## config.mk

```make
export PLATFORM = sky130hd
export DESIGN_NAME = line_refill_ctrl_flat
export DESIGN_NICKNAME = d
export VERILOG_FILES = /design/src/rtl/dcache_pkg.sv /design/src/rtl/line_fill_if.sv /design/src/rtl/line_refill_ctrl.sv /design/src/flat_wrapper.sv
export SDC_FILE = /design/constraint.sdc
export NUM_CORES = 1
export LEC_CHECK = 0
export BUFFER_PORTS_ARGS = -buffer_cell sky130_fd_sc_hd__buf_2
export CAP_MARGIN = 20
export CELL_PAD_IN_SITES_DETAIL_PLACEMENT = 0
export CELL_PAD_IN_SITES_GLOBAL_PLACEMENT = 2
export CORE_ASPECT_RATIO = 0.75
export CORE_MARGIN = 3
export CORE_UTILIZATION = 28
export DETAILED_ROUTE_END_ITERATION = 16
export PLACE_DENSITY_LB_ADDON = 0.1
export SETUP_SLACK_MARGIN = 0.5
export SLEW_MARGIN = 40
export SYNTH_ARGS = -nofsm -noshare
export SYNTH_HDL_FRONTEND = slang
export SYNTH_SLANG_ARGS = --single-unit
```

## constraint.sdc

```tcl
create_clock -name clk_i -period 3.5 [get_ports clk_i]
set_input_delay 0.7 -clock clk_i [delete_from_list [all_inputs] [get_ports clk_i]]
set_output_delay 0.7 -clock clk_i [all_outputs]
set_load 0.02 [all_outputs]
```

## src/rtl/dcache_pkg.sv

```systemverilog
package dcache_pkg;

    // address split is tag | index | offset
    localparam int ADDR_BITS      = 32;
    localparam int LINE_BYTES     = 16;
    localparam int LINE_WORDS     = LINE_BYTES / 4;      // one wishbone beat per word
    localparam int LINE_BITS      = LINE_BYTES * 8;
    localparam int OFFSET_BITS    = $clog2(LINE_BYTES);
    localparam int INDEX_BITS     = 8;
    localparam int SETS           = 1 << INDEX_BITS;
    localparam int TAG_BITS       = ADDR_BITS - INDEX_BITS - OFFSET_BITS;
    localparam int LINE_ADDR_BITS = TAG_BITS + INDEX_BITS; // line number in memory
    localparam int BEAT_BITS      = $clog2(LINE_WORDS);

    typedef logic [LINE_BITS-1:0] line_t;

    // access kinds seen on the core port
    typedef enum logic [2:0] {
        MEM_LB  = 3'd0,
        MEM_LH  = 3'd1,
        MEM_LW  = 3'd2,
        MEM_LBU = 3'd3,
        MEM_LHU = 3'd4,
        MEM_SB  = 3'd5,
        MEM_SH  = 3'd6,
        MEM_SW  = 3'd7
    } mem_op_e;

    function automatic logic is_store(mem_op_e op);
        return op inside {MEM_SB, MEM_SH, MEM_SW};
    endfunction

endpackage
```

## src/rtl/line_fill_if.sv

```systemverilog
interface line_fill_if;

    logic                                     fill_req;    // held until fill_done
    logic                                     wb_needed;   // victim is valid and dirty
    logic [dcache_pkg::LINE_ADDR_BITS-1:0]    victim_addr;
    dcache_pkg::line_t                        victim_line;
    logic [dcache_pkg::LINE_ADDR_BITS-1:0]    fill_addr;
    dcache_pkg::line_t                        fill_line;
    logic                                     fill_done;   // one cycle pulse

    modport array_mp (
        output fill_req,
        output wb_needed,
        output victim_addr,
        output victim_line,
        output fill_addr,
        input  fill_line,
        input  fill_done
    );

    modport ctrl_mp (
        input  fill_req,
        input  wb_needed,
        input  victim_addr,
        input  victim_line,
        input  fill_addr,
        output fill_line,
        output fill_done
    );

endinterface

```

## src/rtl/line_refill_ctrl.sv

```systemverilog
module line_refill_ctrl (
    input  logic                                  clk_i,
    input  logic                                  reset_i,
    line_fill_if.ctrl_mp                          fill,
    output logic                                  wb_cyc_o,
    output logic                                  wb_stb_o,
    output logic                                  wb_we_o,
    output logic [dcache_pkg::ADDR_BITS-1:0]      wb_adr_o,
    output logic [31:0]                           wb_dat_o,
    output logic [3:0]                            wb_sel_o,
    input  logic [31:0]                           wb_dat_i,
    input  logic                                  wb_ack_i
);

    typedef enum logic [1:0] {
        C_IDLE,
        C_WRITE,
        C_READ
    } ctrl_state_e;

    ctrl_state_e state_q;
    logic [dcache_pkg::BEAT_BITS-1:0]      beat_q;     // word within the line
    logic                                  cyc_q;
    logic                                  stb_q;
    logic                                  done_q;
    dcache_pkg::line_t                     line_buf;
    logic [dcache_pkg::LINE_ADDR_BITS-1:0] beat_line;

    assign beat_line = (state_q == C_WRITE) ? fill.victim_addr : fill.fill_addr;

    assign wb_cyc_o = cyc_q;
    assign wb_stb_o = stb_q;
    assign wb_we_o  = (state_q == C_WRITE);
    assign wb_adr_o = {beat_line, beat_q, 2'b00};
    assign wb_dat_o = fill.victim_line[{beat_q, 5'b00000} +: 32];
    assign wb_sel_o = 4'hf;                    // whole words only

    assign fill.fill_line = line_buf;
    assign fill.fill_done = done_q;

    always_ff @(posedge clk_i) begin
        if (reset_i) begin
            state_q <= C_IDLE;
            beat_q  <= '0;
            cyc_q   <= 1'b0;
            stb_q   <= 1'b0;
            done_q  <= 1'b0;
        end else begin
            done_q <= 1'b0;
            case (state_q)
                C_IDLE: begin
                    // done_q guards against the request still seen in the done cycle
                    if (fill.fill_req && !done_q) begin
                        beat_q  <= '0;
                        state_q <= fill.wb_needed ? C_WRITE : C_READ;
                    end
                end
                default: begin
                    if (!stb_q) begin
                        cyc_q <= 1'b1;         // start next beat
                        stb_q <= 1'b1;
                    end else if (wb_ack_i) begin
                        stb_q  <= 1'b0;
                        beat_q <= beat_q + 1'b1;
                        if (&beat_q) begin
                            cyc_q   <= 1'b0;   // end of this burst phase
                            state_q <= (state_q == C_WRITE) ? C_READ : C_IDLE;
                            done_q  <= (state_q == C_READ);
                        end
                    end
                end
            endcase
        end
    end

    // assemble the incoming line
    always_ff @(posedge clk_i) begin
        if ((state_q == C_READ) && stb_q && wb_ack_i) begin
            line_buf[{beat_q, 5'b00000} +: 32] <= wb_dat_i;
        end
    end

    a_stb_cyc: assert property (@(posedge clk_i) disable iff (reset_i)
        wb_stb_o |-> wb_cyc_o);
    a_beat_hold: assert property (@(posedge clk_i) disable iff (reset_i)
        wb_stb_o && !wb_ack_i |=> wb_stb_o && $stable(wb_adr_o) && $stable(wb_we_o));

endmodule

```

## src/flat_wrapper.sv

```systemverilog
// flat-port wrapper written by rule: the top's interface ports become plain ports
module line_refill_ctrl_flat 
  (clk_i, reset_i, wb_cyc_o, wb_stb_o, wb_we_o, wb_adr_o, wb_dat_o, wb_sel_o, wb_dat_i, wb_ack_i, fill_fill_req, fill_wb_needed, fill_victim_addr, fill_victim_line, fill_fill_addr, fill_fill_line, fill_fill_done);
  line_fill_if fill_i ();
  input  logic clk_i;
  input  logic reset_i;
  output logic wb_cyc_o;
  output logic wb_stb_o;
  output logic wb_we_o;
  output logic [dcache_pkg::ADDR_BITS-1:0] wb_adr_o;
  output logic [31:0] wb_dat_o;
  output logic [3:0] wb_sel_o;
  input  logic [31:0] wb_dat_i;
  input  logic wb_ack_i;
  input wire logic [$bits(fill_i.fill_req)-1:0] fill_fill_req;
  input wire logic [$bits(fill_i.wb_needed)-1:0] fill_wb_needed;
  input wire logic [$bits(fill_i.victim_addr)-1:0] fill_victim_addr;
  input wire logic [$bits(fill_i.victim_line)-1:0] fill_victim_line;
  input wire logic [$bits(fill_i.fill_addr)-1:0] fill_fill_addr;
  output wire logic [$bits(fill_i.fill_line)-1:0] fill_fill_line;
  output wire logic [$bits(fill_i.fill_done)-1:0] fill_fill_done;
  assign fill_i.fill_req = fill_fill_req;
  assign fill_i.wb_needed = fill_wb_needed;
  assign fill_i.victim_addr = fill_victim_addr;
  assign fill_i.victim_line = fill_victim_line;
  assign fill_i.fill_addr = fill_fill_addr;
  assign fill_fill_line = fill_i.fill_line;
  assign fill_fill_done = fill_i.fill_done;
  line_refill_ctrl u_core (.clk_i(clk_i), .reset_i(reset_i), .fill(fill_i), .wb_cyc_o(wb_cyc_o), .wb_stb_o(wb_stb_o), .wb_we_o(wb_we_o), .wb_adr_o(wb_adr_o), .wb_dat_o(wb_dat_o), .wb_sel_o(wb_sel_o), .wb_dat_i(wb_dat_i), .wb_ack_i(wb_ack_i));
endmodule
```

==> flow_summary.ini <==
[global_routing]
grt_start_max_net_pins = 37
antenna_found_initial = 1
first_global_vias = 4987
grt_pass1_wl_um = 31000
overflow = 0
track_usage_pct = 16.8

[detailed_routing]
viasPerCell = 4.42
dr.pass1.iters = 4
dr.max_layer_used = met5
drc = 0
drt.antenna.violating_nets = 0
wire_per_inst_um = 19.7
met1Wirelength_um = 9310
drtIter0Drc = 215
wl_met3_um = 1630
finalWirelength_um = 22100
wl_met2_um = 11000
vias = 4968

[setup_path]
r2r_start = u_core.beat_q[1]$_SDFFE_PP0P_
worstPathArrival_ns = 2.07
crit_path_end_kind = output port
reg2reg_to = u_core.fill.fill_line[115]$_DFFE_PP_
crit_fanout = 33
worstPathRequired_ns = 2.80
crit_end = wb_dat_o[15]
cp-startpoint = u_core.beat_q[0]$_SDFFE_PP0P_
r2r_slack_ns = 1.27
reg2reg_depth = 4
cp-start-kind = flip-flop
worst-setup-path-type = reg -> out

[cells_and_area]
synthToLayoutAreaGrowth_pct = 46.3
nNetsFinal = 1043
multi_input_area_mm2 = 0.00220
layout.area.seq_mm2 = 0.00399
layout_common_cells = 414 x buf_2, 128 x and2_1, 128 x edfxtp_1
fillCellCount = 2158
drive_above_1_share_pct = 62.8
final_common_cell = buf_2
antenna_cells = 0

[clock_tree]
post_cts_buffers = 0
clkLatencyLatePin_ns = 0.41
hold_buffers = 0
cts_tree = built
post_cts_resized = 0
cts_buffer_depth = 2
numCtsBuffers = 17
path_clk_slew_ns = 0.06
clock_sinks = 135
htreeDepth = 4
root_buffer = clkbuf_16

[pwr]
seqPwrFrac_pct = 43.7
comb_power_share_pct = 11.0
p_total_mw = 4.06
p_sw_share_pct = 23.3
powerDensity_mw_per_mm2 = 434
power.switching_mw = 0.944
p_leak_nw = 3.64
ir_worst_vdd_uv = 305
internal_power_mw = 3.11
clkPwrFrac_pct = 45.3

[sta]
setup_violations = 0
slew_violations = 0
period_needed_ns = 2.77
setup_tns_ns = 0
rsz0062_at_grt = false
fin_crit_sh_pct = 79.3
max_slew.worst_pin.slew_ns = 0.607
relSlewSlack_pct = 59.5
max_clock_freq_mhz = 360
skew_ns = 0.0111
hold_viol = 0

[synthesis]
async_reset_ff_share_pct = 0
syn_area_per_cell_um2 = 16.1
netlist_area_mm2 = 0.00639
synth_seq_cells = 135
ys_warn_count = 0
synthFlopType = edfxtp_1
syn_inst = 397
synth_edf_count = 128
seq_area_frac_synth_pct = 62.3
yosysUniqueCellTypes = 37

[placement]
gp_congestion = 0.801
hpwl_um = 17300
io_buffers = 414

[floorplan]
die-height_um = 137
rows = 47
coreArea_mm2 = 0.0222
die_area_mm2 = 0.0247
ios = 421
start_util_pct = 28.8
dieWidth_um = 180

[job]
cap_violations = 0

[outcome]
status = completed

[worst_hold_path]
hold_path.class = reg -> reg
-- flip-flops by register name, indices dropped and copies added, names as in the netlist --
signal                 flops
u_core.state_q             2
u_core.fill.fill_done      1
u_core.wb_stb_o            1
u_core.wb_cyc_o            1
u_core.fill.fill_line    128
u_core.beat_q              2
-- how the worst min path moves through the flow --
stage,from,end,cells past startpoint
floorplan,u_core.state_q[1]$_SDFFE_PP0P_,u_core.state_q[1]$_SDFFE_PP0P_,2
global placement,u_core.wb_cyc_o$_SDFFE_PP0P_,u_core.wb_cyc_o$_SDFFE_PP0P_,2
detailed placement,u_core.wb_cyc_o$_SDFFE_PP0P_,u_core.wb_cyc_o$_SDFFE_PP0P_,2
CTS,u_core.wb_cyc_o$_SDFFE_PP0P_,u_core.wb_cyc_o$_SDFFE_PP0P_,2
global route,reset_i,u_core.beat_q[0]$_SDFFE_PP0P_,2
finish,u_core.wb_cyc_o$_SDFFE_PP0P_,u_core.wb_cyc_o$_SDFFE_PP0P_,2
-- per-layer routing --
layer  global-route usage [%]  up-vias
li1                         -     2300
met1                     22.2     2429
met2                     27.6      226
met3                     5.55       11
met4                     3.28        2
met5                        0        -
-- metrics by stage --
| step | instance area (µm²) | hold WS, ns | instances | util (%) | setup WS [ns] |
|---|---|---|---|---|---|
| 2_1_floorplan | 6410 | 0.525 | 401 | - | 1.03 |
| 3_5_place_dp | 8750 | 0.489 | 1092 | 39.3 | 0.986 |
| 3_3_place_gp | 8750 | 0.481 | 1092 | 39.3 | 1.02 |
| 5_1_grt | 9350 | 0.541 | 1123 | 42.1 | 0.601 |
| 4_1_cts | 9350 | 0.502 | 1123 | 42.0 | 0.526 |
| 6_report | 9350 | 0.496 | 1123 | 42.1 | 0.726 |
-- cells in the mapped netlist (2+ instances only) --
| cell type | count | area, µm² |
|---|---|---|
| buf_4 | 11 | 82.6 |
| mux2_1 | 9 | 101 |
| mux4_2 | 32 | 721 |
| nor2_1 | 4 | 15.0 |
| a21oi_1 | 2 | 10.0 |
| clkbuf_1 | 2 | 7.51 |
| buf_6 | 8 | 90.1 |
| ha_1 | 5 | 62.6 |
| nand3_1 | 2 | 10.0 |
| o211ai_1 | 2 | 15.0 |
| and2_1 | 132 | 826 |
| edfxtp_1 | 128 | 3840 |
| mux2_2 | 19 | 214 |
| dfxtp_1 | 7 | 140 |
| buf_2 | 9 | 45.0 |
| a211oi_1 | 2 | 15.0 |
| conb_1 | 2 | 7.51 |
| inv_1 | 2 | 7.51 |
-- critical path, stage by stage, from the launching register on --
cell and delay, ns:
dfxtp_2 0.46, buf_6 0.42, mux4_2 0.57, buf_2 0.19
-- power by group through the flow --
stage / clock network, mW / logic [mW] / registers (mW)
finish: 1.84 / 0.445 / 1.77
global route: 1.95 / 0.481 / 1.77
CTS: 1.87 / 0.450 / 1.77
detailed placement: 0 / 0.448 / 1.81
global placement: 0 / 0.445 / 1.81
floorplan: 0 / 0.232 / 1.81
-- kinds of logic after synthesis --
logic type      Yosys count  share of synthesized area, %
simple gates            150                          15.4
flops                   135                          62.3
mux                      60                          16.2
buf+inv                  35                          3.86
compound gates           10                          1.12
fa+ha+maj                 5                         0.979
other cells               2                         0.118
-- area by class of cell --
type	instances	share of cell area [%]
flip-flops and latches	135	42.6
multi-input cells	231	23.5
repair buffers	428	23.3
clock buffers	18	4.59
well taps	294	3.93
clock inverters	13	1.83
inverters	4	0.187
Note: power is estimated with default switching activity, not from simulation.
